[src/rtl/mma_core_pkg.sv]
// ~~~~~~~~~~~~~~~~~~~~~~~~~~~~~~~~~~~~~~~~~~~~~~~~~~~~~~~~~~~~~~~~~~~~~~
// Core types of the accelerator. addr_t covers MAX_DIM up to 16
// ~~~~~~~~~~~~~~~~~~~~~~~~~~~~~~~~~~~~~~~~~~~~~~~~~~~~~~~~~~~~~~~~~~~~~~
`default_nettype none

package mma_core_pkg;

    typedef logic [7:0] dim_t;                  // Row or column count
    typedef logic [7:0] addr_t;                 // Store address, row-major

    typedef enum logic [3:0] {
        IDLE,                                   // Waiting for a command byte
        RX_DIM1,                                // Row count word
        RX_DIM2,                                // Column count word
        RX_DATA,                                // Element words
        MUL_CHECK,                              // Dimension agreement
        MUL_ISSUE,                              // Operand pairs into the MAC
        MUL_DRAIN,                              // Wait for the MAC result
        TX_DIM1,                                // Send R rows
        TX_DIM2,                                // Send R columns
        TX_DATA,                                // Send R elements
        SEND_RSP                                // Single response byte
    } seq_state_e;

endpackage

`default_nettype wire

[src/rtl/mma_proto_pkg.sv]
// ~~~~~~~~~~~~~~~~~~~~~~~~~~~~~~~~~~~~~~~~~~~~~~~~~~~~~~~~~~~~~~~~~~~~~~
// Host byte protocol of the matrix accelerator. Words go MSB first
// Response codes share the enum with the commands
// ~~~~~~~~~~~~~~~~~~~~~~~~~~~~~~~~~~~~~~~~~~~~~~~~~~~~~~~~~~~~~~~~~~~~~~
`default_nettype none

package mma_proto_pkg;

    typedef logic [7:0]  byte_t;                // One stream byte
    typedef logic [31:0] word_t;                // Element or dimension

    typedef enum byte_t {
        CMD_RX_A = 8'h01,                       // Load matrix A
        CMD_RX_B = 8'h02,                       // Load matrix B
        CMD_MUL  = 8'h03,                       // R = A x B
        CMD_TX_R = 8'h04,                       // Read back R
        RSP_DONE = 8'h05,                       // Multiply finished
        RSP_ACK  = 8'h06,                       // Matrix load complete
        RSP_ERR  = 8'hAA                        // Any failure
    } proto_code_e;

endpackage

`default_nettype wire

[src/rtl/matrix_store.sv]
// ~~~~~~~~~~~~~~~~~~~~~~~~~~~~~~~~~~~~~~~~~~~~~~~~~~~~~~~~~~~~~~~~~~~~~~
// Single-port RAM of MAX_DIM squared words, read data a cycle late
// ~~~~~~~~~~~~~~~~~~~~~~~~~~~~~~~~~~~~~~~~~~~~~~~~~~~~~~~~~~~~~~~~~~~~~~
`timescale 1ns/1ps
`default_nettype none

module matrix_store
    import mma_proto_pkg::*;
    import mma_core_pkg::*;
#(
    parameter int MAX_DIM = 8
) (
    input  logic  CLK100MHZ,
    input  logic  we_i,
    input  addr_t addr_i,
    input  word_t wdata_i,
    output word_t rdata_o
);

    localparam int DEPTH = MAX_DIM * MAX_DIM;
    localparam int AW    = $clog2(DEPTH);

    word_t mem [DEPTH];

    always_ff @(posedge CLK100MHZ) begin
        if (we_i) mem[addr_i[AW-1:0]] <= wdata_i;
        rdata_o <= mem[addr_i[AW-1:0]];         // Old data on a write cycle
    end

endmodule

`default_nettype wire

[config.mk]
export PLATFORM = sky130hd
export DESIGN_NAME = matrix_store
export DESIGN_NICKNAME = d
export VERILOG_FILES = /design/src/rtl/mma_core_pkg.sv /design/src/rtl/mma_proto_pkg.sv /design/src/rtl/matrix_store.sv
export SDC_FILE = /design/constraint.sdc
export NUM_CORES = 2
export LEC_CHECK = 0
export ABC_CLOCK_PERIOD_IN_PS = 4500
export BUFFER_PORTS_ARGS = -buffer_cell sky130_fd_sc_hd__buf_2
export CELL_PAD_IN_SITES_DETAIL_PLACEMENT = 0
export CELL_PAD_IN_SITES_GLOBAL_PLACEMENT = 1
export CORE_ASPECT_RATIO = 1.1
export CORE_UTILIZATION = 57
export CTS_BUF_LIST = sky130_fd_sc_hd__clkbuf_8
export CTS_CLUSTER_DIAMETER = 150
export CTS_CLUSTER_SIZE = 8
export DETAILED_ROUTE_END_ITERATION = 10
export PLACE_DENSITY = 0.81
export SETUP_SLACK_MARGIN = 0.3
export SLEW_MARGIN = 20
export SYNTH_ARGS = -nofsm -noshare
export SYNTH_HDL_FRONTEND = slang
export SYNTH_SLANG_ARGS = --single-unit
[constraint.sdc]
create_clock -name CLK100MHZ -period 4.5 [get_ports CLK100MHZ]
set_input_delay 0.45 -clock CLK100MHZ [delete_from_list [all_inputs] [get_ports CLK100MHZ]]
set_output_delay 0.45 -clock CLK100MHZ [all_outputs]
set_load 0.01 [all_outputs]
==> metrics.txt <==
Cells after Synth 4239; mapped cell area 78900 sq um; Post-synth EDFFs 2048; Worst-path clk slew 0.06 ns; DIE WIDTH 357 um; die area 140000 sq um; Detail Placement HPWL 115000 um; # fillers 9210; CP Launch Type input port; Clock Latency Late Sink 1.01 ns; setup_tns 0 ns; CTS Root Cell clkbuf_8; Post-synth ARST share 0; syn_nets 4281; NumNets Final 4584; Worst R2R Start mem[55][6]$_DFFE_PP_; sequential cell area 62100 sq um; post-layout min period 2.98 ns; top sig layer met5; Synth Register Bits 2080; Via-to-Cell Ratio 6.69; required time of the critical path 5.31 ns; Initial Util 0.577; vias 43200; post-cts hold buffer count 0; RSZ-0062 raised after global routing no; Yosys top cell area share 0.779; area grow syn2layout 11.2%; Final Non-Filler Cells 6454; number of gates resized after cts 0; status completed; H-tree Lvls 5; DR DRC count 0; predominant post-synthesis flop cell edfxtp_1; Longest Clk Path Bufs 4; metal1 wirelength 77800 um; Critical Path Source addr_i[0]; Die Ht 392 um; total grt overflow 0; register area share after synthesis 0.787; wire length on met2 93800 um; CTS sink count 2080; Max Slew Vio Count 0; final WL 200000 um; Hold Crit Class input port to flip-flop; I/O pins 74; Slew headroom 0.196; count of final hold-check violations 0; met3 wire len 23700 um; TritonCTS clock tree built; Fmax 336 MHz; row count 142; Leak Pwr 28.6 nW; detailed-route wire length per cell 31.0 um; critical path endpoint category flip-flop; crit path max fanout 65; Final Skew 0.0625 ns; vias in the first global route 42000; Placed Cells incl. Taps 6031; DR iter-0 viols 5527; final std cell area, no fill 87800 sq um; max cap viols 0; Final setup viols 0; first-pass GRT wire length 288000 um; initial antenna violation count 15; largest net degree at the start of global routing 93; Crit Path Class input port to flip-flop; # port buffers 71; Mapped Avg Cell Area 18.6 sq um; CORE AREA 137000 sq um; cell taking the most area after synthesis edfxtp_1; area taken by multi-input logic gates 16000 sq um; Synth cell types 56; drt pass-1 iters 9; largest cells by area after synthesis edfxtp_1 (78%), mux2i_1 (3.3%), mux4_2 (2.7%), mux2_2 (2.1%), a221oi_1 (1.9%); Antenna Nets Post-Route 0; Setup Buffers After CTS 0; worst setup margin 1.52 ns; gpl congestion 0.861; Pwr Total 0.0364 W; dpl ws 0.602 ns; Final Cycle Share 0.662; CP arrival 3.79 ns; IR Drop Worst-Case VDD 0.320 mV; HP Start wdata_i[29]; worst-margin pin slew 1.18 ns; PwrDens 415 nW/um^2; layout cell share with drive strength beyond 1 0.202; gr usage total 0.287; total CTS buffers 309; Cell Area, Placed 83000 sq um; synth warn 0
## metrics by stage
stage / utilization / hold WS [ns]
after floorplan: - / 0.549
after global placement: 0.607 / 0.599
after detailed placement: 0.607 / 0.604
after CTS: 0.641 / 0.0688
after global routing: 0.642 / 0.00504
final: 0.642 / 0.00711
## cell usage in the layout (no fill, tap or decap), types with 93 or more instances in the layout
master / instances
a21oi_1: 121
a221oi_1: 175
a22oi_1: 188
buf_4: 182
clkbuf_8: 313
edfxtp_1: 2048
inv_1: 99
mux2_2: 147
mux2i_1: 259
mux4_2: 96
o22ai_1: 93
## final cells by class
| type | instances | area share |
|---|---|---|
| sequential | 2080 | 0.708 |
| inverter | 2 | 0.000171 |
| timing repair buffer | 290 | 0.0296 |
| clock inverter | 104 | 0.00470 |
| clock buffer | 313 | 0.0491 |
| tap | 1800 | 0.0257 |
| antenna | 6 | 0.000171 |
| multi-input combinational | 1859 | 0.183 |
## metal layers
layer | vias to the layer above | GRT usage
li1 | 18100 | -
met2 | 2596 | 0.439
met5 | - | 0
met3 | 327 | 0.0697
met1 | 22100 | 0.413
met4 | 10 | 0.0850
## power by group
part / internal, W / switching [W] / total, W / leakage, nW
combinational: 0.000642 / 0.00140 / 0.00204 / 7.09
clock: 0.00628 / 0.00657 / 0.0128 / 2.77
sequential: 0.0215 / 0.0000952 / 0.0216 / 18.7
total: 0.0284 / 0.00806 / 0.0364 / 28.6
## cells in the mapped netlist (84+ instances only)
cell type and count:
clkbuf_1 168, mux2_2 147, a221oi_1 175, o21ai_0 84, edfxtp_1 2048, mux2i_1 259
a22oi_1 188, o22ai_1 93, a21oi_1 121, mux4_2 96, and3_1 85, nor2_1 145
## final timing paths
path / cells past startpoint / endpoint / slack [ns]
setup / recovery: 8 / rdata_o[6]$_DFF_P_ / 1.52
hold / removal: 1 / mem[20][29]$_DFFE_PP_ / 0.007
setup reg to reg: 5 / rdata_o[6]$_DFF_P_ / 1.72
hold reg to reg: 3 / rdata_o[29]$_DFF_P_ / 0.62
## cell families after synthesis
group,synth area share
AO/OA/AOI/OAI,0.0866
multiplexers,0.0812
buffers and inverters,0.0168
flip-flops,0.787
AND/OR/NAND/NOR,0.0281
## sequential cells by signal, summed over array words and instances (netlist names)
signal   flops
mem       2048
rdata_o     32
## critical path: stages
cell,delay (ns)
buf_8,0.55
nor2_4,0.24
buf_4,0.36
and3_1,0.26
nor4_1,0.32
a31oi_1,0.28
a2111oi_0,1.04
nand3_1,0.14
Note: power is estimated with default switching activity, not from simulation.
