--- src/rtl/mma_proto_pkg.sv ---
// ~~~~~~~~~~~~~~~~~~~~~~~~~~~~~~~~~~~~~~~~~~~~~~~~~~~~~~~~~~~~~~~~~~~~~~
// Host byte protocol of the matrix accelerator. Words go MSB first
// Response codes share the enum with the commands
// ~~~~~~~~~~~~~~~~~~~~~~~~~~~~~~~~~~~~~~~~~~~~~~~~~~~~~~~~~~~~~~~~~~~~~~
`default_nettype none

package mma_proto_pkg;

    typedef logic [7:0]  byte_t;                // One stream byte
    typedef logic [31:0] word_t;                // Element or dimension

    typedef enum byte_t {
        CMD_RX_A = 8'h01,                       // Load matrix A
        CMD_RX_B = 8'h02,                       // Load matrix B
        CMD_MUL  = 8'h03,                       // R = A x B
        CMD_TX_R = 8'h04,                       // Read back R
        RSP_DONE = 8'h05,                       // Multiply finished
        RSP_ACK  = 8'h06,                       // Matrix load complete
        RSP_ERR  = 8'hAA                        // Any failure
    } proto_code_e;

endpackage

`default_nettype wire

--- src/rtl/word_serializer.sv ---
// ~~~~~~~~~~~~~~~~~~~~~~~~~~~~~~~~~~~~~~~~~~~~~~~~~~~~~~~~~~~~~~~~~~~~~~
// Sends a word as four bytes MSB first, or a single code byte
// Requester must hold req_i until done_o
// ~~~~~~~~~~~~~~~~~~~~~~~~~~~~~~~~~~~~~~~~~~~~~~~~~~~~~~~~~~~~~~~~~~~~~~
`timescale 1ns/1ps
`default_nettype none

module word_serializer
    import mma_proto_pkg::*;
(
    input  logic  CLK100MHZ,
    input  logic  reset_i,
    input  logic  req_i,
    input  word_t word_i,
    input  logic  is_word_i,
    output logic  done_o,
    output byte_t tx_byte_o,
    output logic  tx_valid_o,
    input  logic  tx_ready_i
);

    word_t      data_q;                         // Current byte sits in the top
    logic [1:0] left;                           // Bytes after the current one

    always_ff @(posedge CLK100MHZ) begin
        if (reset_i) begin
            tx_valid_o <= 1'b0;
            done_o     <= 1'b0;
        end else begin
            done_o <= 1'b0;
            if (tx_valid_o) begin
                if (tx_ready_i) begin           // Byte taken
                    if (left == '0) begin
                        tx_valid_o <= 1'b0;
                        done_o     <= 1'b1;
                    end else begin
                        left   <= left - 2'd1;
                        data_q <= {data_q[23:0], 8'h00};
                    end
                end
            end else if (req_i && !done_o) begin // Old request still high in done cycle
                tx_valid_o <= 1'b1;
                data_q     <= is_word_i ? word_i : {word_i[7:0], 24'h0};
                left       <= is_word_i ? 2'd3 : 2'd0;
            end
        end
    end

    assign tx_byte_o = data_q[31:24];

endmodule

`default_nettype wire

--- config.mk ---
export PLATFORM = sky130hd
export DESIGN_NAME = word_serializer
export DESIGN_NICKNAME = d
export VERILOG_FILES = /design/src/rtl/mma_proto_pkg.sv /design/src/rtl/word_serializer.sv
export SDC_FILE = /design/constraint.sdc
export NUM_CORES = 1
export LEC_CHECK = 0
export BUFFER_PORTS_ARGS = -buffer_cell sky130_fd_sc_hd__buf_2
export CAP_MARGIN = 30
export CORE_MARGIN = 2
export CORE_UTILIZATION = 54
export CTS_BUF_LIST = sky130_fd_sc_hd__clkbuf_4 sky130_fd_sc_hd__clkbuf_8 sky130_fd_sc_hd__clkbuf_16
export DETAILED_ROUTE_END_ITERATION = 6
export PLACE_DENSITY = 0.83
export SLEW_MARGIN = 40
export SYNTH_ARGS = -nofsm -noshare
export SYNTH_HDL_FRONTEND = slang
export SYNTH_SLANG_ARGS = --single-unit
--- constraint.sdc ---
create_clock -name CLK100MHZ -period 5.19 [get_ports CLK100MHZ]
set_input_delay 1.038 -clock CLK100MHZ [delete_from_list [all_inputs] [get_ports CLK100MHZ]]
set_output_delay 1.038 -clock CLK100MHZ [all_outputs]
set_load 0.01 [all_outputs]
==> results of run 1 <==
[kinds of logic (layout without fill, tap and decap cells)]
logic type,after synthesis,after routing
AO/OA/AOI/OAI,29,29
adder cells (fa/ha/maj),1,1
buffers and inverters,17,59
flip-flops,36,36
multiplexers,8,8
AND/OR/NAND/NOR,25,25
[cell usage in the layout (no fill, tap or decap), drive strengths merged]
cell type,n
a21bo,1
nor2,1
and2,8
a21oi,4
clkbuf,7
and4b,1
edfxtp,34
o21ai,10
clkinv,1
inv,2
nand2,12
buf,49
nor2b,1
or3b,1
a22o,14
mux2i,8
ha,1
nand3b,1
dfxtp,2
[state kept, by name, summed over array words and instances (netlist names)]
register,count
data_q,32
done_o,1
tx_valid_o,1
left,2
[worst paths after layout]
check / startpoint / endpoint / depth (start not counted)
worst min-delay path: data_q[16] / data_q[24] / 2
worst min register to register: data_q[16] / data_q[24] / 2
worst max-delay path: tx_valid_o / tx_valid_o / 2
worst max register to register: tx_valid_o / data_q[3] / 4
[metrics by stage]
stage / total power [uW] / utilization, %
2_1_floorplan: 404 / -
3_3_place_gp: 423 / 64.2
3_5_place_dp: 430 / 65.1
4_1_cts: 576 / 67.2
5_1_grt: 597 / 67.2
6_report: 575 / 67.2
[power groups by stage]
stage	Sequential, uW	Combinational, uW	Clock (uW)
after floorplan	355	49.6	0
after detailed placement	354	76.6	0
after CTS	347	76.8	152
after global routing	349	84.5	164
final	347	75.8	152
after global placement	353	69.3	0
[cell type report]
type	instances	area, um2
clock buffer	7	52.6
timing repair buffer	49	264
clock inverter	1	3.75
tap	31	38.8
fill	210	913
multi-input combinational	63	440
inverter	2	7.51
sequential	36	1060
[critical path, cell delays in order (launching register included)]
cell	delay, ps
dfxtp_1	320
buf_4	330
buf_2	200
[layer usage]
metal	global-route usage, %	up-vias	wire length, um
met2	27.0	31	1290
met3	7.25	6	173
li1	-	505	-
met5	0	-	0
met1	22.9	457	1210
met4	5.98	0	38
==> metrics, run 1 <==
Die H 58.4 um; DR iter-0 viols 13; CP endpoint kind primary output; Yosys cell types 19; PnR worst setup slack 2950 ps; Fin. Hold Viols 0; setup TNS after final layout 0 ps; number of global-route vias before repair 966; fin crit share 43.1%; number of flops mapped to enable cells by yosys 34; vias per cell 5.29; share of layout cells above drive strength 1 37.3%; largest family of logic cells by synthesized area compound AO/OA/AOI/OAI gates; P_int 440 uW; critical-path maximum fanout 43; WP data arrival 1200 ps; Setup Skew 3.04 ps; Global Route Usage Sum 17.6%; post-synth design cell area 1600 um2; die width 58.4 um; post-synthesis compound-gate area fraction 12.7%; Combinational Power Share 13.2%; Worst Tran Pin Value 741 ps; synth warn 0; DR DRC count 0; Max Fclk 0.447 GHz; most numerous cell in the Yosys netlist edfxtp_1; worst skew pair latency 340 ps; #FFs+latches synth 36; max-cap violation count 0; Syn Inst Count 116; number of I/O pins 47; Net Sw Frac 23.5%; CTS Sinks 36; Post-synth top cells edfxtp_1, a22o_1, nand2_1, buf_4, o21ai_0; CTS Hold Buffers Added 0; Starting Density 57.4%; Core Area 2780 um2; post-synth top area cell edfxtp_1; top_reg_cell synth edfxtp_1; Reg power frac 60.3%; WP data required 4150 ps; initial antenna violation count 0; syn nets 154; Final GP Congestion 0.725; site row count 19; Worst Hold Slack 537 ps; design area 1870 um2; top-area cell type share of the netlist area 63.9%; Relative slew margins 50.4%; first-pass detailed-route iteration total 4; Routed wire per std cell 14.3 um; sequential share of the synthesized area 66.5%; nets 195; total CTS buffers 5; hpwl dp 1960 um; post-route insts no fill 189; cts repair resizes 0; clock-pin transition on the worst setup and hold timing paths 100 ps; CTS Root Cell clkbuf_4; post-CTS setup buffer count 0; port buffer count 46; Leak Pwr 0.000779 uW; PwrDens 308 nW/um2; net switching power 135 uW; first-pass GRT wire length 4270 um; dpl cell area 1810 um2; CP startpoint kind flip-flop; simple-gate portion of the synthesized area 8.39%; XOR/XNOR share of the synthesized area 0%; CTS tree yes; Slew Limit Fails 0; CP Class flip-flop to primary output; Adder-Cell Fraction of Synth Area 0.784%; pin count of the biggest net entering global routing 44; Clock Power Share 26.5%; synth top area cells edfxtp_1, a22o_1, mux2i_1; Syn-to-layout area delta 17.0%; FFs w/ async S/R, synth 0%; outcome completed; DRT Wirelength 2710 um; pre-CTS setup slack 2790 ps; placed cells 181; clock buffer depth 2; Final Setup Violations 0; worst min-delay path category flip-flop to flip-flop; diode count 0; mux contribution to synthesized area 5.02%; Overflow after GRT 0; Avg Inst Size Synth 13.8 um2; RSZ-0062 raised after global routing no; Die ar. 3410 um2; Final ANT Viol Nets 0; htree depth 2; Worst VDD drop 0.257 mV; min Tclk post-route 2240 ps; R2R Setup Slk 3290 ps; vias 999
No activity file was read; power rests on OpenSTA's default activity.
==> inputs of run 2 (changes only) <==
--- a/config.mk
+++ b/config.mk
@@ -8,10 +8,10 @@
 export BUFFER_PORTS_ARGS = -buffer_cell sky130_fd_sc_hd__buf_2
 export CAP_MARGIN = 30
 export CORE_MARGIN = 2
-export CORE_UTILIZATION = 54
+export CORE_UTILIZATION = 45
 export CTS_BUF_LIST = sky130_fd_sc_hd__clkbuf_4 sky130_fd_sc_hd__clkbuf_8 sky130_fd_sc_hd__clkbuf_16
 export DETAILED_ROUTE_END_ITERATION = 6
-export PLACE_DENSITY = 0.83
+export PLACE_DENSITY = 0.74
 export SLEW_MARGIN = 40
 export SYNTH_ARGS = -nofsm -noshare
 export SYNTH_HDL_FRONTEND = slang
==> constraint.sdc (replaced) <==
create_clock -name CLK100MHZ -period 2.01 [get_ports CLK100MHZ]
set_input_delay 0.402 -clock CLK100MHZ [delete_from_list [all_inputs] [get_ports CLK100MHZ]]
set_output_delay 0.402 -clock CLK100MHZ [all_outputs]
set_load 0.01 [all_outputs]
==> metrics, run 2 (synthesis results as in run 1) <==
critical-path maximum fanout 38 (was 43); Worst VDD drop 0.443 mV (was 0.257 mV); max-cap violation count 0 (unchanged); Final Setup Violations 0 (unchanged); initial antenna violation count 0 (unchanged); nets 195 (unchanged); pre-CTS setup slack 394 ps (was 2790 ps); clock-pin transition on the worst setup and hold timing paths 100 ps (about the same); worst min-delay path category primary input to flip-flop (was flip-flop to flip-flop); r2r worst-path depth 3 (was 4); WP data arrival 1830 ps (was 1200 ps); sequential cell area 1060 um2 (unchanged); CP max stage delay 640 ps (was 330 ps); die width 63.6 um (was 58.4 um); cts repair resizes 0 (unchanged); r2r startpoint tx_valid_o (unchanged); register with the highest flop count data_q (unchanged); Slew Limit Fails 0 (unchanged); RR Endpoint data_q[17] (was data_q[3]); Crit. Startpoint tx_valid_o (unchanged); Overflow after GRT 0 (unchanged); worst skew pair latency 320 ps (was 340 ps); setup TNS after final layout 0 ps (unchanged); most frequent cells in the layout buf_2, edfxtp_1, a22o_1 (unchanged); Die H 63.6 um (was 58.4 um); share of layout cells above drive strength 1 38.0% (was 37.3%); first-pass detailed-route iteration total 4 (unchanged); hpwl dp 1980 um (was 1960 um); number of global-route vias before repair 1011 (was 966); clock buffer depth 2 (unchanged); Setup crit end data_q[17] (was tx_valid_o); outcome completed (unchanged); Fin. Hold Viols 0 (unchanged); CP endpoint kind flip-flop (was primary output); Routed wire per std cell 13.8 um (was 14.3 um); CTS Hold Buffers Added 0 (unchanged); final core occ 56.2% (was 67.2%); Final GP Congestion 0.692 (was 0.725); Die ar. 4040 um2 (was 3410 um2); CP startpoint kind flip-flop (unchanged); port buffer count 46 (unchanged); Setup Skew 4.58 ps (was 3.04 ps); post-CTS setup buffer count 0 (unchanged); crit-path leading delay family simple AND/OR/NAND/NOR gates (was buffers and inverters); crit-path cells buf_4 > nor2b_2 > a22o_1 (was buf_4 > buf_2); Core Area 3360 um2 (was 2780 um2); WP data required 2200 ps (was 4150 ps); CP Class flip-flop to flip-flop (was flip-flop to primary output); Max Fclk 0.610 GHz; Syn-to-layout area delta 18.3% (was 17.0%); Starting Density 47.5% (was 57.4%); diode count 0 (unchanged); first-pass GRT wire length 4570 um (was 4270 um); Crit path depth 3 (was 2); Top Registers data_q (32), left (2) (unchanged); total CTS buffers 5 (unchanged); Final ANT Viol Nets 0 (unchanged); CTS Sinks 36 (unchanged); number of I/O pins 47 (unchanged); pin count of the biggest net entering global routing 39 (was 44); number of flip-flops in the largest register 32 (unchanged); fin crit share 81.5%; DR DRC count 0 (unchanged); most common cell after layout, fill and taps aside buf_2 (unchanged); vias per cell 5.17 (was 5.29); CTS Root Cell clkbuf_4 (unchanged); Global Route Usage Sum 15.0% (was 17.6%); DR iter-0 viols 18 (was 13); vias 1054 (was 999); Final Power 1480 uW (was 575 uW); PwrDens 782 nW/um2 (was 308 nW/um2); DRT Wirelength 2810 um (was 2710 um); R2R Setup Slk 370 ps (was 3290 ps); min Tclk post-route 1640 ps; Leak Pwr 0.000781 uW (was 0.000779 uW); Relative slew margins 49.7% (was 50.4%); PnR worst setup slack 372 ps (was 2950 ps); fillers 322 (was 210); Crit-path slowest cell nor2b_2 (was buf_4); Crit path buffers/inverters 1 (was 2); htree depth 2 (unchanged); footprint of the multi-input gates 440 um2 (unchanged); RSZ-0062 raised after global routing no (unchanged); Worst Tran Pin Value 752 ps (was 741 ps); CTS tree yes (unchanged); site row count 21 (was 19)
==> run 2: cell type report <==
cell class	count	area share [%]
tap	46	3.05
inverter	2	0.397
timing repair buffer	49	14.0
clock inverter	1	0.265
multi-input combinational	63	23.3
sequential	36	56.2
clock buffer	7	2.78
==> run 2: metal layers <==
| metal | track usage (%) | vias up | share of wire [%] |
|---|---|---|---|
| li1 | - | 510 | - |
| met1 | 17.6 | 507 | 41 |
| met2 | 25.1 | 31 | 52 |
| met3 | 4.46 | 6 | 5.6 |
| met4 | 7.34 | 0 | 1.6 |
| met5 | 0 | - | 0 |
==> run 2: how the worst min path moves through the flow <==
stage	end	start	slack (ps)	cells past startpoint
2_1_floorplan	tx_valid_o	reset_i	470	1
3_3_place_gp	data_q[18]	data_q[10]	510	2
3_5_place_dp	data_q[19]	data_q[11]	520	2
4_1_cts	tx_valid_o	reset_i	300	2
5_1_grt	tx_valid_o	reset_i	280	2
6_report	tx_valid_o	reset_i	300	2
==> run 2: where the power goes <==
part           internal (uW)  switching, uW
clock                    163            221
sequential               885           14.6
combinational           90.5            103
==> run 2: through the flow <==
step	hold WS, ps	cells	cell area, um2
2_1_floorplan	471	116	1610
3_3_place_gp	505	196	1830
3_5_place_dp	521	196	1830
4_1_cts	300	204	1890
5_1_grt	277	204	1890
6_report	303	204	1890
