`src/rtl/mma_core_pkg.sv`:
```
// ~~~~~~~~~~~~~~~~~~~~~~~~~~~~~~~~~~~~~~~~~~~~~~~~~~~~~~~~~~~~~~~~~~~~~~
// Core types of the accelerator. addr_t covers MAX_DIM up to 16
// ~~~~~~~~~~~~~~~~~~~~~~~~~~~~~~~~~~~~~~~~~~~~~~~~~~~~~~~~~~~~~~~~~~~~~~
`default_nettype none

package mma_core_pkg;

    typedef logic [7:0] dim_t;                  // Row or column count
    typedef logic [7:0] addr_t;                 // Store address, row-major

    typedef enum logic [3:0] {
        IDLE,                                   // Waiting for a command byte
        RX_DIM1,                                // Row count word
        RX_DIM2,                                // Column count word
        RX_DATA,                                // Element words
        MUL_CHECK,                              // Dimension agreement
        MUL_ISSUE,                              // Operand pairs into the MAC
        MUL_DRAIN,                              // Wait for the MAC result
        TX_DIM1,                                // Send R rows
        TX_DIM2,                                // Send R columns
        TX_DATA,                                // Send R elements
        SEND_RSP                                // Single response byte
    } seq_state_e;

endpackage

`default_nettype wire

```
`src/rtl/mma_proto_pkg.sv`:
```
// ~~~~~~~~~~~~~~~~~~~~~~~~~~~~~~~~~~~~~~~~~~~~~~~~~~~~~~~~~~~~~~~~~~~~~~
// Host byte protocol of the matrix accelerator. Words go MSB first
// Response codes share the enum with the commands
// ~~~~~~~~~~~~~~~~~~~~~~~~~~~~~~~~~~~~~~~~~~~~~~~~~~~~~~~~~~~~~~~~~~~~~~
`default_nettype none

package mma_proto_pkg;

    typedef logic [7:0]  byte_t;                // One stream byte
    typedef logic [31:0] word_t;                // Element or dimension

    typedef enum byte_t {
        CMD_RX_A = 8'h01,                       // Load matrix A
        CMD_RX_B = 8'h02,                       // Load matrix B
        CMD_MUL  = 8'h03,                       // R = A x B
        CMD_TX_R = 8'h04,                       // Read back R
        RSP_DONE = 8'h05,                       // Multiply finished
        RSP_ACK  = 8'h06,                       // Matrix load complete
        RSP_ERR  = 8'hAA                        // Any failure
    } proto_code_e;

endpackage

`default_nettype wire

```
`src/rtl/mma_sequencer.sv`:
```
// ~~~~~~~~~~~~~~~~~~~~~~~~~~~~~~~~~~~~~~~~~~~~~~~~~~~~~~~~~~~~~~~~~~~~~~
// Command FSM. Bytes outside IDLE and the receive states are dropped
// Dimensions must be 1..MAX_DIM. R dims change only on a good multiply
// Per element: K issue cycles, 3 drain cycles, 1 write cycle
// ~~~~~~~~~~~~~~~~~~~~~~~~~~~~~~~~~~~~~~~~~~~~~~~~~~~~~~~~~~~~~~~~~~~~~~
`timescale 1ns/1ps
`default_nettype none

module mma_sequencer
    import mma_proto_pkg::*;
    import mma_core_pkg::*;
#(
    parameter int MAX_DIM = 8
) (
    input  logic  CLK100MHZ,
    input  logic  reset_i,
    input  byte_t rx_byte_i,
    input  logic  rx_valid_i,
    input  word_t word_i,
    input  logic  word_valid_i,
    input  logic  rx_timeout_i,
    output logic  word_expect_o,
    output logic  send_req_o,
    output word_t send_word_o,
    output logic  send_is_word_o,
    input  logic  send_done_i,
    output logic  store_a_we_o,
    output addr_t store_a_addr_o,
    output word_t store_a_wdata_o,
    input  word_t store_a_rdata_i,
    output logic  store_b_we_o,
    output addr_t store_b_addr_o,
    output word_t store_b_wdata_o,
    input  word_t store_b_rdata_i,
    output logic  store_r_we_o,
    output addr_t store_r_addr_o,
    output word_t store_r_wdata_o,
    input  word_t store_r_rdata_i,
    output logic  mac_valid_o,
    output logic  mac_first_o,
    output logic  mac_last_o,
    output word_t mac_a_o,
    output word_t mac_b_o,
    input  word_t mac_result_i,
    input  logic  mac_result_valid_i
);

    seq_state_e  state;
    proto_code_e rsp;                           // Code for SEND_RSP
    logic        sel_b;                         // Loading B, not A
    logic        dim_ok;                        // First dim was in range
    dim_t        rx_rows;                       // Held until the column count arrives
    dim_t        a_rows, a_cols, b_rows, b_cols, r_rows, r_cols;
    dim_t        row, col, k;                   // Element and inner index
    addr_t       lin;                           // Linear index for load, write-back, send
    addr_t       a_addr, b_addr, rx_last, r_last;
    logic        word_in_range;

    assign word_in_range = (word_i != '0) && (word_i <= word_t'(MAX_DIM));
    assign a_addr  = row * a_cols + k;          // A[row][k]
    assign b_addr  = k * b_cols + col;          // B[k][col]
    assign rx_last = sel_b ? b_rows * b_cols - 8'd1 : a_rows * a_cols - 8'd1;
    assign r_last  = r_rows * r_cols - 8'd1;

    always_ff @(posedge CLK100MHZ) begin
        if (reset_i) begin
            state       <= IDLE;
            mac_valid_o <= 1'b0;
            a_rows      <= '0;                  // Zero dims make a multiply fail
            a_cols      <= '0;
            b_rows      <= '0;
            b_cols      <= '0;
            r_rows      <= '0;
            r_cols      <= '0;
        end else begin
            mac_valid_o <= (state == MUL_ISSUE); // Operands arrive a cycle after address
            mac_first_o <= (k == '0);
            mac_last_o  <= (k == a_cols - 8'd1);
            case (state)
                IDLE: begin
                    lin <= '0;
                    row <= '0;
                    col <= '0;
                    k   <= '0;
                    if (rx_valid_i) begin
                        case (rx_byte_i)
                            CMD_RX_A: begin
                                sel_b <= 1'b0;
                                state <= RX_DIM1;
                            end
                            CMD_RX_B: begin
                                sel_b <= 1'b1;
                                state <= RX_DIM1;
                            end
                            CMD_MUL:  state <= MUL_CHECK;
                            CMD_TX_R: state <= TX_DIM1;
                            default:  state <= IDLE; // Unknown byte, stay put
                        endcase
                    end
                end
                RX_DIM1: begin
                    if (word_valid_i) begin
                        rx_rows <= word_i[7:0];
                        dim_ok  <= word_in_range;
                        state   <= RX_DIM2;
                    end
                end
                RX_DIM2: begin
                    if (word_valid_i) begin
                        if (dim_ok && word_in_range) begin
                            if (sel_b) begin
                                b_rows <= rx_rows;
                                b_cols <= word_i[7:0];
                            end else begin
                                a_rows <= rx_rows;
                                a_cols <= word_i[7:0];
                            end
                            state <= RX_DATA;
                        end else begin
                            rsp   <= RSP_ERR;   // Old matrix kept
                            state <= SEND_RSP;
                        end
                    end
                end
                RX_DATA: begin
                    if (word_valid_i) begin
                        lin <= lin + 8'd1;
                        if (lin == rx_last) begin
                            rsp   <= RSP_ACK;
                            state <= SEND_RSP;
                        end
                    end
                end
                MUL_CHECK: begin
                    if (a_cols == b_rows && a_cols != '0 && a_rows != '0 && b_cols != '0) begin
                        state <= MUL_ISSUE;
                    end else begin
                        rsp   <= RSP_ERR;
                        state <= SEND_RSP;
                    end
                end
                MUL_ISSUE: begin
                    if (k == a_cols - 8'd1) begin
                        k     <= '0;
                        state <= MUL_DRAIN;
                    end else begin
                        k <= k + 8'd1;
                    end
                end
                MUL_DRAIN: begin
                    if (mac_result_valid_i) begin // Write cycle of this element
                        lin   <= lin + 8'd1;
                        state <= MUL_ISSUE;
                        if (col == b_cols - 8'd1) begin
                            col <= '0;
                            row <= row + 8'd1;
                            if (row == a_rows - 8'd1) begin
                                r_rows <= a_rows;
                                r_cols <= b_cols;
                                rsp    <= RSP_DONE;
                                state  <= SEND_RSP;
                            end
                        end else begin
                            col <= col + 8'd1;
                        end
                    end
                end
                TX_DIM1: begin
                    if (send_done_i) state <= TX_DIM2;
                end
                TX_DIM2: begin
                    if (send_done_i) state <= (r_rows == '0) ? IDLE : TX_DATA; // No R yet
                end
                TX_DATA: begin
                    if (send_done_i) begin
                        lin <= lin + 8'd1;
                        if (lin == r_last) state <= IDLE;
                    end
                end
                SEND_RSP: begin
                    if (send_done_i) state <= IDLE;
                end
                default: state <= IDLE;
            endcase
            if (word_expect_o && rx_timeout_i) begin // Stalled host overrides any state
                rsp   <= RSP_ERR;
                state <= SEND_RSP;
            end
        end
    end

    assign word_expect_o = state inside {RX_DIM1, RX_DIM2, RX_DATA};

    assign store_a_we_o    = (state == RX_DATA) && word_valid_i && !sel_b;
    assign store_a_addr_o  = (state == RX_DATA) ? lin : a_addr;
    assign store_a_wdata_o = word_i;
    assign store_b_we_o    = (state == RX_DATA) && word_valid_i && sel_b;
    assign store_b_addr_o  = (state == RX_DATA) ? lin : b_addr;
    assign store_b_wdata_o = word_i;

    // Read ahead on send_done so the next R element is ready when TX_DATA asks
    assign store_r_we_o    = (state == MUL_DRAIN) && mac_result_valid_i;
    assign store_r_addr_o  = (state == TX_DATA && send_done_i) ? lin + 8'd1 : lin;
    assign store_r_wdata_o = mac_result_i;

    assign mac_a_o = store_a_rdata_i;            // Aligned with the registered mac_valid_o
    assign mac_b_o = store_b_rdata_i;

    assign send_req_o     = state inside {TX_DIM1, TX_DIM2, TX_DATA, SEND_RSP};
    assign send_is_word_o = (state != SEND_RSP);

    always_comb begin
        case (state)
            TX_DIM1: send_word_o = {24'h0, r_rows};
            TX_DIM2: send_word_o = {24'h0, r_cols};
            TX_DATA: send_word_o = store_r_rdata_i;
            default: send_word_o = {24'h0, rsp}; // Low byte only
        endcase
    end

endmodule

`default_nettype wire

```
`config.mk`:
```
export PLATFORM = sky130hd
export DESIGN_NAME = mma_sequencer
export DESIGN_NICKNAME = d
export VERILOG_FILES = /design/src/rtl/mma_core_pkg.sv /design/src/rtl/mma_proto_pkg.sv /design/src/rtl/mma_sequencer.sv
export SDC_FILE = /design/constraint.sdc
export NUM_CORES = 1
export LEC_CHECK = 0
export ABC_AREA = 1
export ABC_CLOCK_PERIOD_IN_PS = 14400
export BUFFER_PORTS_ARGS = -buffer_cell sky130_fd_sc_hd__buf_2
export CAP_MARGIN = 30
export CORE_ASPECT_RATIO = 0.6
export CORE_UTILIZATION = 45
export DETAILED_ROUTE_END_ITERATION = 10
export PLACE_DENSITY = 0.77
export SETUP_SLACK_MARGIN = 0.5
export SLEW_MARGIN = 20
export SYNTH_ARGS = -nofsm -noshare
export SYNTH_HDL_FRONTEND = slang
export SYNTH_SLANG_ARGS = --single-unit
export TNS_END_PERCENT = 30
```
`constraint.sdc`:
```
create_clock -name CLK100MHZ -period 14.4 [get_ports CLK100MHZ]
set_input_delay 0 -clock CLK100MHZ [delete_from_list [all_inputs] [get_ports CLK100MHZ]]
set_output_delay 0 -clock CLK100MHZ [all_outputs]
set_load 0.03 [all_outputs]
```
==> metrics.md <==
| Metric | Value |
|---|---|
| Synth area leaders | fa_1 (13%), nand2_1 (12%), edfxtp_1 (11%), inv_1 (11%), buf_4 (9.4%) |
| RR Endpoint | rsp[1] |
| DP Cell Count | 2,201 |
| Hold Crit Depth | 0 |
| Largest net degree at the start of global routing | between 50 and 60 |
| Drt first pass iters | 5 |
| Die X | around 220 um |
| Remaining DRCs | 0 |
| # clock sinks | between 100 and 150 |
| Post-CTS Setup Inserts | 0 |
| Post-Synthesis Cell Area | 13,050 um2 |
| Initial antenna violation count | 1 |
| Drt initial violations | approximately 1,200 |
| Pint | roughly 620 uW |
| Worst-path clk slew | about 0.08 ns |
| Most frequent cell after synthesis | nand2_1 |
| Fin. Hold Viols | 0 |
| Share of the synthesized area in the top cell type | 0.1335 |
| Synthesized area per cell | a little over 7 um2 |
| Critical setup path kind | reg -> reg |
| Vias | between 10,000 and 15,000 |
| RSZ-0062 raised after global routing | no |
| Top_reg_cell synth | dfxtp_1 |
| Max-cap violations | 0 |
| Critical path arrival | approximately 5.7 ns |
| Clock network power share | 0.216 |
| Comb pwr share | 0.420 |
| Sw frac | 0.4675 |
| Sw power | approximately 550 uW |
| Hold path start | store_a_rdata_i[27] |
| IO Port Bufs | between 200 and 250 |
| Antenna cells | 0 |
| FMAX | 0.1751 GHz |
| EDFF count, synth | between 40 and 50 |
| Post-synth top cells | nand2_1 (427), inv_1 (368), buf_4 (163) |
| Post-route antenna net violation count | 0 |
| R2R depth | 25 |
| Yosys reg bits | between 100 and 150 |
| Layout Nets | around 2,200 |
| First-pass GRT wire length | 56,800 um |
| Status | complete, no violations |
| Fill count | 2,795 |
| Clock period minus final worst setup slack | about 5.7 ns |
| Critical-path maximum fanout | 18 |
| I/O pin total | 400 |
| Core ar. | 28,050 um2 |
| PD cells | 86.97 nW/um2 |
| Vias per inst | roughly 5 |
| Post-DP Area | about 13,000 um2 |
| GRT overflow | 0 |
| Fraction of registers with async set/reset | 0 |
| Slew at the pin closest to its max-slew limit | between 0.8 and 0.9 ns |
| Critical path endpoint category | register |
| Global Route Usage Sum | 0.2475 |
| Die area | between 20,000 and 30,000 um2 |
| Synth warn | 0 |
| HP Class | in -> out |
| Final instance area | about 13,000 um2 |
| Synthesis-to-finish area growth | 3.328% |
| Longest Clk Path Bufs | 2 |
| R2R Path Start | a_cols[2] |
| Maximum VDD drop | around 0.06 mV |
| Slowest-stage cell, CP | dfxtp_1 |
| Ratio of cells with drive above 1 in the final layout | 0.1418 |
| Row Count | 47 |
| Leak | between 7 and 8 nW |
| Post-DP HPWL | about 30,000 um |
| GPL Wtd Cong | roughly 0.94 |
| CP max stage delay | a little over 0.8 ns |
| Worst R2R Setup Slack | roughly 8.7 ns |
| Clk root buf | clkbuf_16 |
| Reg power frac | 0.364 |
| Final wirelength | approximately 37,000 um |
| Most frequent CP cell | nand2_1 |
| Worst path bufs/invs | 6 |
| Setup violations, final | 0 |
| Pins Over Slew Limit | 0 |
| Post-route setup TNS | 0 ns |
| Crit-path leading delay family | adder cells |
| Hold Path Sink | mac_a_o[27] |
| Number of global-route vias before repair | roughly 10,000 |
| Critical Path RT | around 14 ns |
| Syn Inst Count | 1,847 |
| Non-filler cells, final | between 2,000 and 2,500 |
| DR WL/cell | roughly 16 um |
| Worst slew margin | 0.3980 |
| Total CTS buffers | 9 |
| TritonCTS clock tree | built |
| Worst-skew pair later-pin latency | 0.38 ns |
| Synth area leader | fa_1 |
| Fin crit share | 0.3966 |
| Syn_nets | roughly 2,200 |
| Post-CTS sizing | 0 |
| Max Clock Skew | about 0.009 ns |
| Synth cell types | 52 |
| Chip height | between 100 and 150 um |
| Sequential share of the synthesized area | 0.1918 |
| CTS H-tree lvls | 3 |
| Initial Util | 0.4651 |
| Worst setup SP type | register |
[placed cells by master, fill, tap and decap left out, drive strengths merged, types with 6 or more instances in the layout]
cell and instances:
nor2 142, dlygate4sd3 10, nor3 16, ha 85
nand2 428, xor2 59, buf 216, nand3b 7
nand4 20, clkbuf 9, edfxtp 48, a21oi 73
dfxtp 53, clkinv 9, nor4 12, nand3 65
fa 87, o2111ai 6, inv 376, o21ai 75
xnor2 41
[per-layer routing]
metal  vias to the layer above  part of all wire  wire [um]  track usage
li1                       5477                 -          -            -
met4                         2             0.015        565      0.05864
met2                       655              0.38      13800       0.3298
met3                        40              0.15       5517       0.1062
met5                         -           0.00033         12            0
met1                      5287              0.46      16790       0.3602
[flip-flops by register name (all words and copies together) (netlist names)]
signal       cells
mac_last_o       1
row              8
mac_first_o      1
a_cols           8
r_rows           8
lin              8
r_cols           8
a_rows           8
sel_b            1
mac_valid_o      1
col              8
state            4
k                8
rx_rows          8
b_rows           8
rsp              4
dim_ok           1
b_cols           8
[worst max-delay path by stage]
stage                    from      to  slack (ns)  cells past startpoint
finish              a_cols[2]  rsp[1]        8.69                     25
global route        a_cols[0]  rsp[0]        8.35                     25
CTS                 a_cols[2]  rsp[0]        8.82                     25
detailed placement  a_cols[0]  rsp[5]        8.90                     19
global placement    a_cols[2]  rsp[0]        8.99                     25
floorplan           a_cols[0]  rsp[0]        9.45                     27
[power by group through the flow]
| stage | clock network [mW] | logic, mW | registers [mW] |
|---|---|---|---|
| final | 0.253 | 0.493 | 0.427 |
| after global routing | 0.266 | 0.539 | 0.432 |
| after CTS | 0.256 | 0.486 | 0.423 |
| after detailed placement | 0 | 0.481 | 0.430 |
| after global placement | 0 | 0.471 | 0.428 |
| after floorplan | 0 | 0.420 | 0.381 |
[repair_timing]
| action | in CTS | in global routing |
|---|---|---|
| setup endpoints to repair | 0 | 0 |
| hold buffers | 10 | 0 |
| endpoints found under the hold margin | 11 | 0 |
[cell type report]
| type | count | area, um2 | area share |
|---|---|---|---|
| repair buffers | 226 | 1207 | 0.08958 |
| multi-input cells | 1141 | 7589 | 0.5630 |
| clock buffers | 9 | 225.2 | 0.01671 |
| well taps | 367 | 459.2 | 0.03407 |
| inverters | 378 | 1420 | 0.1054 |
| clock inverters | 7 | 76.32 | 0.005662 |
| flip-flops and latches | 101 | 2502 | 0.1856 |
[logic make-up after synthesis]
group / count (synthesis) / share of synthesized area
AO/OA/AOI/OAI: 171 / 0.07347
XOR/XNOR: 100 / 0.06772
adder cells (fa/ha/maj): 172 / 0.2150
buffers and inverters: 605 / 0.2271
flip-flops: 101 / 0.1918
AND/OR/NAND/NOR: 698 / 0.2248
[through the flow]
step | hold WS [ns] | utilization | worst slack [ns] | total power [mW]
finish | 0.00001160 | 0.4805 | 8.690 | 1.172
CTS | 0.0002048 | 0.4799 | 8.818 | 1.165
detailed placement | 0.0002048 | 0.4655 | 8.901 | 0.9107
global placement | 0.0002048 | 0.4654 | 8.992 | 0.8990
global route | 0.00004484 | 0.4805 | 8.346 | 1.237
floorplan | 0.07238 | - | 9.449 | 0.8010
Note: power is estimated with default switching activity, not from simulation.
