[config.mk]
export PLATFORM = sky130hd
export DESIGN_NAME = word_assembler
export DESIGN_NICKNAME = d
export VERILOG_FILES = /design/src/rtl/mma_proto_pkg.sv /design/src/rtl/word_assembler.sv
export SDC_FILE = /design/constraint.sdc
export NUM_CORES = 1
export LEC_CHECK = 0
export BUFFER_PORTS_ARGS = -buffer_cell sky130_fd_sc_hd__buf_2
export CAP_MARGIN = 20
export CORE_MARGIN = 2
export CORE_UTILIZATION = 47
export CTS_BUF_LIST = sky130_fd_sc_hd__clkbuf_16
export CTS_CLUSTER_SIZE = 10
export DETAILED_ROUTE_END_ITERATION = 8
export MAX_ROUTING_LAYER = met4
export PLACE_DENSITY = 0.73
export REMOVE_ABC_BUFFERS = 1
export SETUP_SLACK_MARGIN = 0.3
export SLEW_MARGIN = 20
export SYNTH_ARGS = -nofsm -noshare
export SYNTH_HDL_FRONTEND = slang
export SYNTH_SLANG_ARGS = --single-unit
[constraint.sdc]
create_clock -name CLK100MHZ -period 2.5 [get_ports CLK100MHZ]
set_input_delay 0 -clock CLK100MHZ [delete_from_list [all_inputs] [get_ports CLK100MHZ]]
set_output_delay 0 -clock CLK100MHZ [all_outputs]
set_load 0.005 [all_outputs]
[src/rtl/mma_proto_pkg.sv]
// ~~~~~~~~~~~~~~~~~~~~~~~~~~~~~~~~~~~~~~~~~~~~~~~~~~~~~~~~~~~~~~~~~~~~~~
// Host byte protocol of the matrix accelerator. Words go MSB first
// Response codes share the enum with the commands
// ~~~~~~~~~~~~~~~~~~~~~~~~~~~~~~~~~~~~~~~~~~~~~~~~~~~~~~~~~~~~~~~~~~~~~~
`default_nettype none

package mma_proto_pkg;

    typedef logic [7:0]  byte_t;                // One stream byte
    typedef logic [31:0] word_t;                // Element or dimension

    typedef enum byte_t {
        CMD_RX_A = 8'h01,                       // Load matrix A
        CMD_RX_B = 8'h02,                       // Load matrix B
        CMD_MUL  = 8'h03,                       // R = A x B
        CMD_TX_R = 8'h04,                       // Read back R
        RSP_DONE = 8'h05,                       // Multiply finished
        RSP_ACK  = 8'h06,                       // Matrix load complete
        RSP_ERR  = 8'hAA                        // Any failure
    } proto_code_e;

endpackage

`default_nettype wire

[src/rtl/word_assembler.sv]
// ~~~~~~~~~~~~~~~~~~~~~~~~~~~~~~~~~~~~~~~~~~~~~~~~~~~~~~~~~~~~~~~~~~~~~~
// Four bytes in, one word out, MSB first. No back-pressure on receive
// Timeout counts idle cycles only while expect_i is high
// ~~~~~~~~~~~~~~~~~~~~~~~~~~~~~~~~~~~~~~~~~~~~~~~~~~~~~~~~~~~~~~~~~~~~~~
`timescale 1ns/1ps
`default_nettype none

module word_assembler
    import mma_proto_pkg::*;
#(
    parameter int RX_TIMEOUT_CYCLES = 2000
) (
    input  logic  CLK100MHZ,
    input  logic  reset_i,
    input  byte_t rx_byte_i,
    input  logic  rx_valid_i,
    input  logic  expect_i,
    output word_t word_o,
    output logic  word_valid_o,
    output logic  timeout_o
);

    localparam int TW = $clog2(RX_TIMEOUT_CYCLES + 1);

    word_t         shift_q;                     // Partial word
    logic [1:0]    cnt;                         // Bytes held so far
    logic [TW-1:0] idle_cnt;

    always_ff @(posedge CLK100MHZ) begin
        if (reset_i) begin
            cnt          <= '0;
            idle_cnt     <= '0;
            word_valid_o <= 1'b0;
            timeout_o    <= 1'b0;
        end else begin
            word_valid_o <= 1'b0;
            timeout_o    <= 1'b0;
            if (!expect_i) begin                // Sequencer not listening
                cnt      <= '0;
                idle_cnt <= '0;
            end else if (rx_valid_i) begin
                shift_q      <= {shift_q[23:0], rx_byte_i};
                cnt          <= cnt + 2'd1;     // Wraps after the fourth byte
                idle_cnt     <= '0;
                word_valid_o <= (cnt == 2'd3);
            end else if (idle_cnt == TW'(RX_TIMEOUT_CYCLES - 1)) begin
                timeout_o <= 1'b1;
                idle_cnt  <= '0;
            end else begin
                idle_cnt <= idle_cnt + 1'b1;
            end
        end
    end

    assign word_o = shift_q;

endmodule

`default_nettype wire

==> results.md, run 1 <==
* Outcome: finished, final reports clean
* Setup-failing EPs final at 0
* End of the worst hold path: cnt[0]$_SDFFE_PP0P_
* Gr ovfl total at 0
* R2R Setup Slk at 710 ps
* Routed WL per cell at ~12 um
* Fmax at about 560 MHz
* Routed via count at 998
* Setup crit end kind: register
* CP Launch Type: register
* DRT Pass-1 Iters at 2
* Hold depth at 3
* Minimum clock period after layout at 1790 ps
* Clock latency on the worst-skew pair at 290 ps
* Slew Limit Fails at 0
* Post-CTS Setup Inserts at 0
* Vias in the first global route at between 900 and 1000
* Final Hold Viols at 0
* GPL Wtd Cong at 0.733
* Clk root buf: clkbuf_16
* CORE AREA at 3310 um^2
* Layout cells sized above 1 at 35.4%
* Initial Util at 48.3%
* Reg area at about 1300 um^2
* DR vias/cell at 4.75
* Clock Sinks at 47
* Maxcap violations at 0
* Number of routed nets with antenna violations at 0
* Initial DRC Count at 45
* Register bit total from synthesis at 47
* Hold_sp: expect_i
* WP data arrival at around 2000 ps
* Layout area overhead at 34.8%
* Final core utilization at ~65%
* Final wirelength at roughly 2600 um
* First-pass GRT wire length at 4440 um
* Std-Cell Rows at 21
* Crit Path Max Fanout at 7
* Multi-input logic area at 328 um^2
* Detail Placement HPWL at approximately 1700 um
* Total power at 1.65 mW
* Worst hold path class: in -> reg
* Max VDD drop at between 600 and 700 uV
* CTS tree: done
* Final setup TNS at 0 ps
* Static Leakage at 0.806 nW
* H-tree depth at 2
* Largest area contributor in the netlist: edfxtp_1
* Syn_area_per_cell at 15.8 um^2
* Total GRT Usage at approximately 16%
* Fill cells at 251
* Fin Clk Skew at 4.34 ps
* Finished Layout Cells at 210
* RR Startpoint: idle_cnt[0]$_SDFF_PP0_
* Yosys top cell area share at between 60 and 70%
* Synth area leaders: edfxtp_1 60%, dfxtp_1 19%, nor2_1 2.8%
* Pin count of the biggest net entering global routing at 35
* Worst r2r dst: idle_cnt[3]$_SDFF_PP0_
* Critical path required time at 2670 ps
* Ant. Diodes at 0
* Full die area at 3880 um^2
* RSZ-0062 raised after global routing: false
* Detailed-route DRC error count at 0
* Slew margin rel. at between 70% and 80%
* Worst reg2reg path depth at 5
* Period utilization at a little over 70%
* Ports at 46
* Critical path class: reg -> reg
* Post-Syn Area at 1600 um^2
* DIE HEIGHT at just over 60 um
* Initial antenna violation count at 0
* Num CTS Buffers at 5
* Clock Pin Slew Worst Setup and Hold Paths at 60 ps
* IO buf count at 45
* Pwr per Cell Area at 765 nW/um^2
* Die width at 62.3 um
* Placed cell count at 193
* Synth warn at 0
* Distinct cells, synth at 23
* Post-synthesis cell count at 101
* Clock Tree Buf Depth at 2
* Post-synthesis sequential area ratio at 78.9%
* Final net count at 177
* Worst slew pin tran at 397 ps
worst max-delay path, cell delays in order, from the launching register on:
cell,delay [ps]
dfxtp_1,410
ha_1,260
nand3_2,100
or4b_4,580
o21ai_4,260
nor2_1,70
state kept, by name, indices dropped and copies added (netlist names):
| register | count |
|---|---|
| timeout_o | 1 |
| word_valid_o | 1 |
| idle_cnt | 11 |
| cnt | 2 |
| word_o | 32 |
cells in the final DEF, fill, tap and decap left out, drive strengths merged:
cell type / n
a21oi: 2
a22o: 1
a31oi: 2
and2: 1
and4: 1
buf: 46
bufinv: 1
clkbuf: 5
clkinv: 1
dfxtp: 15
dlygate4sd3: 9
edfxtp: 32
ha: 2
inv: 4
nand2: 5
nand2b: 2
nand3: 6
nand4: 2
nor2: 12
nor3: 1
nor4: 1
o211ai: 2
o21ai: 1
or3: 2
or4b: 1
xnor2: 3
xor2: 4
cells by family after synthesis:
group	synth area share, %
xor gates and xnor gates	3.84
DFF	78.9
buffers and inverters	0.705
AOI/OAI and AO/OA	3.92
and+or+nand+nor	11.0
adders and majority gates	1.57
routing by layer:
metal	GRT usage [%]	up-vias	wire length (um)
li1	-	495	-
met1	16.4	464	1030
met2	26.1	30	1360
met3	4.89	9	129
met4	10.8	0	93
met5	-	-	0
per-stage QoR:
| step | instance area (um^2) | hold WS, ps | worst slack (ps) |
|---|---|---|---|
| after floorplan | 1600 | 98.9 | 494 |
| after global placement | 1890 | 176 | 781 |
| after detailed placement | 1890 | 179 | 702 |
| after CTS | 2150 | 34.5 | 699 |
| after global routing | 2150 | 76.2 | 595 |
| final | 2150 | 33.7 | 710 |
power breakdown:
group	switching [mW]	internal [mW]	total, mW
Clock	0.273	0.476	0.749
Combinational	0.0230	0.0265	0.0495
Sequential	0.00635	0.843	0.849
what timing repair did:
action	4_1_cts	5_1_grt
hold endpoints to repair	9	0
resized for setup	0	0
hold buffers	9	0
how the worst max path moves through the flow:
| stage | endpoint | cells after the start | startpoint |
|---|---|---|---|
| after floorplan | word_o[0]$_DFFE_PP_ | 2 | reset_i |
| after global placement | idle_cnt[5]$_SDFF_PP0_ | 5 | idle_cnt[0]$_SDFF_PP0_ |
| after detailed placement | idle_cnt[4]$_SDFF_PP0_ | 5 | idle_cnt[0]$_SDFF_PP0_ |
| after CTS | idle_cnt[5]$_SDFF_PP0_ | 5 | idle_cnt[0]$_SDFF_PP0_ |
| after global routing | idle_cnt[4]$_SDFF_PP0_ | 5 | idle_cnt[0]$_SDFF_PP0_ |
| final | idle_cnt[3]$_SDFF_PP0_ | 5 | idle_cnt[0]$_SDFF_PP0_ |
final cells by class:
cell class | count | share of cell area [%]
sequential | 47 | 58.6
inverter | 3 | 0.523
timing repair buffer | 55 | 15.0
tap | 46 | 2.67
multi-input combinational | 51 | 15.2
clock inverter | 3 | 2.21
clock buffer | 5 | 5.81
Yosys cell counts:
master,count
a31oi_1,2
and2_1,1
o21ai_4,1
nand3_1,5
xor2_1,4
or4b_4,1
and4_1,1
nand4_1,2
inv_1,3
a22o_1,1
or3_1,2
nor2_1,12
ha_1,2
nand3_2,1
dfxtp_1,15
a21oi_1,2
nand2b_1,2
nand2_1,5
o211ai_1,2
xnor2_1,3
nor3_1,1
edfxtp_1,32
nor4_1,1
Power figures use the tool's default switching activity.
==> run 2, diff against run 1 <==
clock period = 1.72 ns   (was 2.5 ns; I/O delays follow)
==> results.md, run 2 (synthesis gave the netlist of run 1 again) <==
* Outcome: finished, final reports clean
* Pin count of the biggest net entering global routing at 35
* Layout cells sized above 1 at 40.2%
* Detailed-route DRC error count at 0
* Total GRT Usage at 15.6%
* Routed WL per cell at 12.2 um
* Setup-failing EPs final at 0
* CTS tree: done
* DR vias/cell at approximately 4.7
* IO buf count at 45
* Std-Cell Rows at 21
* Placed cell areas at 1910 um^2
* Routing usage on met2 at 27.4%
* Setup crit end kind: register
* Final setup TNS at 0 ps
* Finished Layout Cells at 215
* RSZ-0062 raised after global routing: true
* Initial DRC Count at 49
* Detail Placement HPWL at 1820 um
* Gr ovfl total at 0
* Die width at 62.3 um
* Placed cell count at around 200
* Layout area overhead at 38.3%
* GR peak layer: met2
* Final setup margin at between 150 and 200 ps
* Max reg flops at 32
* Num CTS Buffers at 5
* Full die area at ~3900 um^2
* Ant. Diodes at 0
* Routed via count at 1015
* CP Launch Type: register
* GRT met3 Usage at a little over 5%
* First-pass GRT wire length at about 4600 um
* Clk root buf: clkbuf_16
* Initial Util at 48.3%
* Maxcap violations at 0
* Fmax at 643 MHz
* Most frequent cells in the layout: 45 x buf_2, 32 x edfxtp_1, 12 x dfxtp_1, 10 x nor2_1, 8 x dlygate4sd3_1
* DRT Pass-1 Iters at 4
* Final wirelength at 2620 um
* Period utilization at roughly 90%
* Critical path class: reg -> reg
* Most common cell after layout, fill and taps aside: buf_2
* Initial antenna violation count at 0
* H-tree depth at 2
* Final core utilization at 66.7%
* Final Cell Area at approximately 2200 um^2
* Clock latency on the worst-skew pair at 280 ps
* Critical path required time at 1880 ps
* Clock Sinks at 47
* Slew Limit Fails at 0
* DIE HEIGHT at 62.3 um
* CORE AREA at between 3000 and 4000 um^2
* Number of routed nets with antenna violations at 0
* Crit Path Max Fanout at 7
* Fin Hold WS at 11.8 ps
* Minimum clock period after layout at 1550 ps
* Ports at 46
* Post-Place Worst Slack at 75.9 ps
* GPL Wtd Cong at 0.756
* Static Leakage at 0.826 nW
* Final net count at 182
* Worst hold path class: in -> reg
* Grt met1 use at about 17%
* Worst slew pin tran at about 390 ps
* Pwr per Cell Area at about 1100 nW/um^2
* Max VDD drop at slightly below 600 uV
* WP data arrival at between 1500 and 2000 ps
* Fin Clk Skew at about 2 ps
* Final Hold Viols at 0
* Vias in the first global route at 1048
* Clock Pin Slew Worst Setup and Hold Paths at 60 ps
* Slew margin rel. at 73.8%
* Clock Tree Buf Depth at 2
* Total power at 2.37 mW
-- run 2: path summary, 6_finish.rpt --
kind / start / to / slack (ps) / cells past startpoint
max: idle_cnt[1]$_SDFF_PP0_ / idle_cnt[4]$_SDFF_PP0_ / 170 / 5
min: rx_valid_i / cnt[0]$_SDFFE_PP0P_ / 10 / 3
max reg2reg: idle_cnt[1]$_SDFF_PP0_ / idle_cnt[4]$_SDFF_PP0_ / 170 / 5
min reg2reg: word_o[22]$_DFFE_PP_ / word_o[30]$_DFFE_PP_ / 440 / 0
-- run 2: cell type report --
cell class,count,area (um^2)
clock buffer,5,125
clock inverter,3,42.5
fill,257,1100
inverter,3,11.3
multi-input combinational,51,350
sequential,47,1260
tap,46,57.6
timing repair buffer,60,358
-- run 2: timing repair --
action                     in CTS  in global routing
resized for setup               6                  1
pin swaps                       6                  1
setup endpoints to repair      11                 11
setup buffers                   2                  1
hold endpoints to repair        8                  0
hold buffers                    8                  0
-- run 2: worst max-delay path, stage by stage (launching register included) --
cell	delay [ps]
dfxtp_2	350
ha_4	150
nand3_4	60
or4b_4	530
o21ai_4	250
nor2_1	90
-- run 2: report_power, final --
group	total, mW	switching [mW]	internal, mW	leakage, nW
clock	1.06	0.375	0.684	0.0818
combinational	0.0727	0.0338	0.0389	0.328
sequential	1.23	0.00869	1.23	0.416
-- run 2: routing by layer --
layer	vias to the layer above	part of all wire, %
li1	501	-
met1	477	38
met2	35	55
met3	2	5.8
met4	0	0.88
met5	-	0
==> run 3, diff against run 2 <==
PLACE_DENSITY = default   (was 0.73)
PLACE_DENSITY_LB_ADDON = 0.25   (was default)
==> results.md, run 3 (synthesis gave the netlist of run 1 again) <==
* WP data arrival at 1730 ps
* Number of routed nets with antenna violations at 0
* Slew margin rel. at 72.7%
* CORE AREA at between 3000 and 4000 um^2
* Max VDD drop at 878 uV
* Slowest CP cell: or4b_4
* Worst hold path class: in -> reg
* DR vias/cell at 4.68
* Worst slew pin tran at 410 ps
* Initial antenna violation count at 0
* Num CTS Buffers at 5
* Cell family with most CP delay: simple AND/OR/NAND/NOR gates
* Slew Limit Fails at 0
* DRT Pass-1 Iters at 4
* Full die area at a little under 4000 um^2
* Clock Sinks at 47
* First-pass GRT wire length at approximately 4700 um
* Most frequent cells in the layout: 45 x buf_2, 32 x edfxtp_1, 11 x dfxtp_1, 10 x nor2_1, 8 x dlygate4sd3_1
* Critical path required time at 1870 ps
* Pwr per Cell Area at 1070 nW/um^2
* Routed WL per cell at 13.0 um
* Clock Pin Slew Worst Setup and Hold Paths at 60 ps
* CP Launch Type: register
* Gr ovfl total at 0
* Final wirelength at 2760 um
* Initial DRC Count at 46
* Ports at 46
* Clk root buf: clkbuf_16
* RSZ-0062 raised after global routing: true
* Detailed-route DRC error count at 0
* Die width at 62.3 um
* Fill cells at 266
* Clock latency on the worst-skew pair at roughly 280 ps
* Clock Tree Buf Depth at 2
* Std-Cell Rows at 21
* Final Cell Area at 2190 um^2
* Critical path class: reg -> reg
* Detail Placement HPWL at 1810 um
* Maxcap violations at 0
* Max reg flops at 32
* Static Leakage at 0.818 nW
* Vias in the first global route at 1051
* Period utilization at about nine tenths
* IO buf count at 45
* Final Hold Viols at 0
* Total power at roughly 2.3 mW
* Final net count at between 150 and 200
* Max incr delay on CP at 530 ps
* GPL Wtd Cong at 0.766
* Most common cell after layout, fill and taps aside: buf_2
* CP cell instances: ha_4 > nand3_4 > or4b_4 > o21ai_4 > nor2_1
* Routed via count at slightly below 1000
* CTS tree: done
* Final core utilization at 66.1%
* Minimum clock period after layout at 1570 ps
* Placed cell areas at 1910 um^2
* Crit Path Max Fanout at 7
* Initial Util at 48.3%
* Total GRT Usage at 16.3%
* Outcome: finished, final reports clean
* Setup-failing EPs final at 0
* Ant. Diodes at 0
* Pin count of the biggest net entering global routing at 35
* Setup crit end kind: register
* Fmax at 636 MHz
* Finished Layout Cells at 212
* H-tree depth at 2
* Fin Clk Skew at 3.93 ps
* Layout area overhead at 37.0%
* DIE HEIGHT at 62.3 um
* Layout cells sized above 1 at 39.8%
* Crit path buf inv count at 0
* Placed cell count at 196
==> run 3: changes by cell type in the layout (fill, tap and decap cells not counted), sizes merged <==
cell    delta
buf        -2
clkinv     -1
==> run 3: what timing repair did <==
action | 4_1_cts | 5_1_grt
hold buffers | 8 | 0
pin swaps | 7 | 5
resized for setup | 6 | 3
setup endpoints to repair | 11 | 11
endpoints found under the hold margin | 8 | 0
setup buffers | 0 | 1
==> run 3: cell type report <==
type | count | area [um^2] | area share [%]
tap | 46 | 57.6 | 2.63
sequential | 47 | 1270 | 57.9
timing repair buffer | 58 | 343 | 15.7
inverter | 3 | 11.3 | 0.514
clock buffer | 5 | 125 | 5.71
multi-input combinational | 51 | 350 | 16.0
clock inverter | 2 | 33.8 | 1.54
==> run 3: per-stage QoR <==
| step | worst slack (ps) | hold WS [ps] | setup TNS, ps |
|---|---|---|---|
| after floorplan | -286 | 98.9 | -9560 |
| after global placement | 145 | 178 | 0 |
| after detailed placement | 84.7 | 179 | 0 |
| after CTS | 199 | 7.03 | 0 |
| after global routing | 71.5 | 9.63 | 0 |
| final | 147 | 1.57 | 0 |
==> run 3: power breakdown <==
group	internal (mW)	total (mW)	switching, mW
Clock	0.671	1.03	0.362
Combinational	0.0394	0.0741	0.0348
Sequential	1.22	1.23	0.00875
==> run 3: layer usage <==
metal  global-route usage [%]  vias up  share of wire (%)
met3                     6.16        2                4.2
met2                     27.2       29                 50
met5                        -        -                  0
li1                         -      498                  -
met1                     18.6      464                 45
met4                     4.44        0               0.54
==> run 3: final timing paths <==
path	to	startpoint	depth (start not counted)	slack, ps
max	idle_cnt[1]$_SDFF_PP0_	idle_cnt[1]$_SDFF_PP0_	5	150
min	cnt[0]$_SDFFE_PP0P_	rx_valid_i	3	2
max reg2reg	idle_cnt[1]$_SDFF_PP0_	idle_cnt[1]$_SDFF_PP0_	5	150
min reg2reg	word_o[30]$_DFFE_PP_	word_o[22]$_DFFE_PP_	0	440
==> run 3: worst min-delay path: stages <==
cell	delay, ps
buf_2	110
xnor2_1	70
nor2_1	70
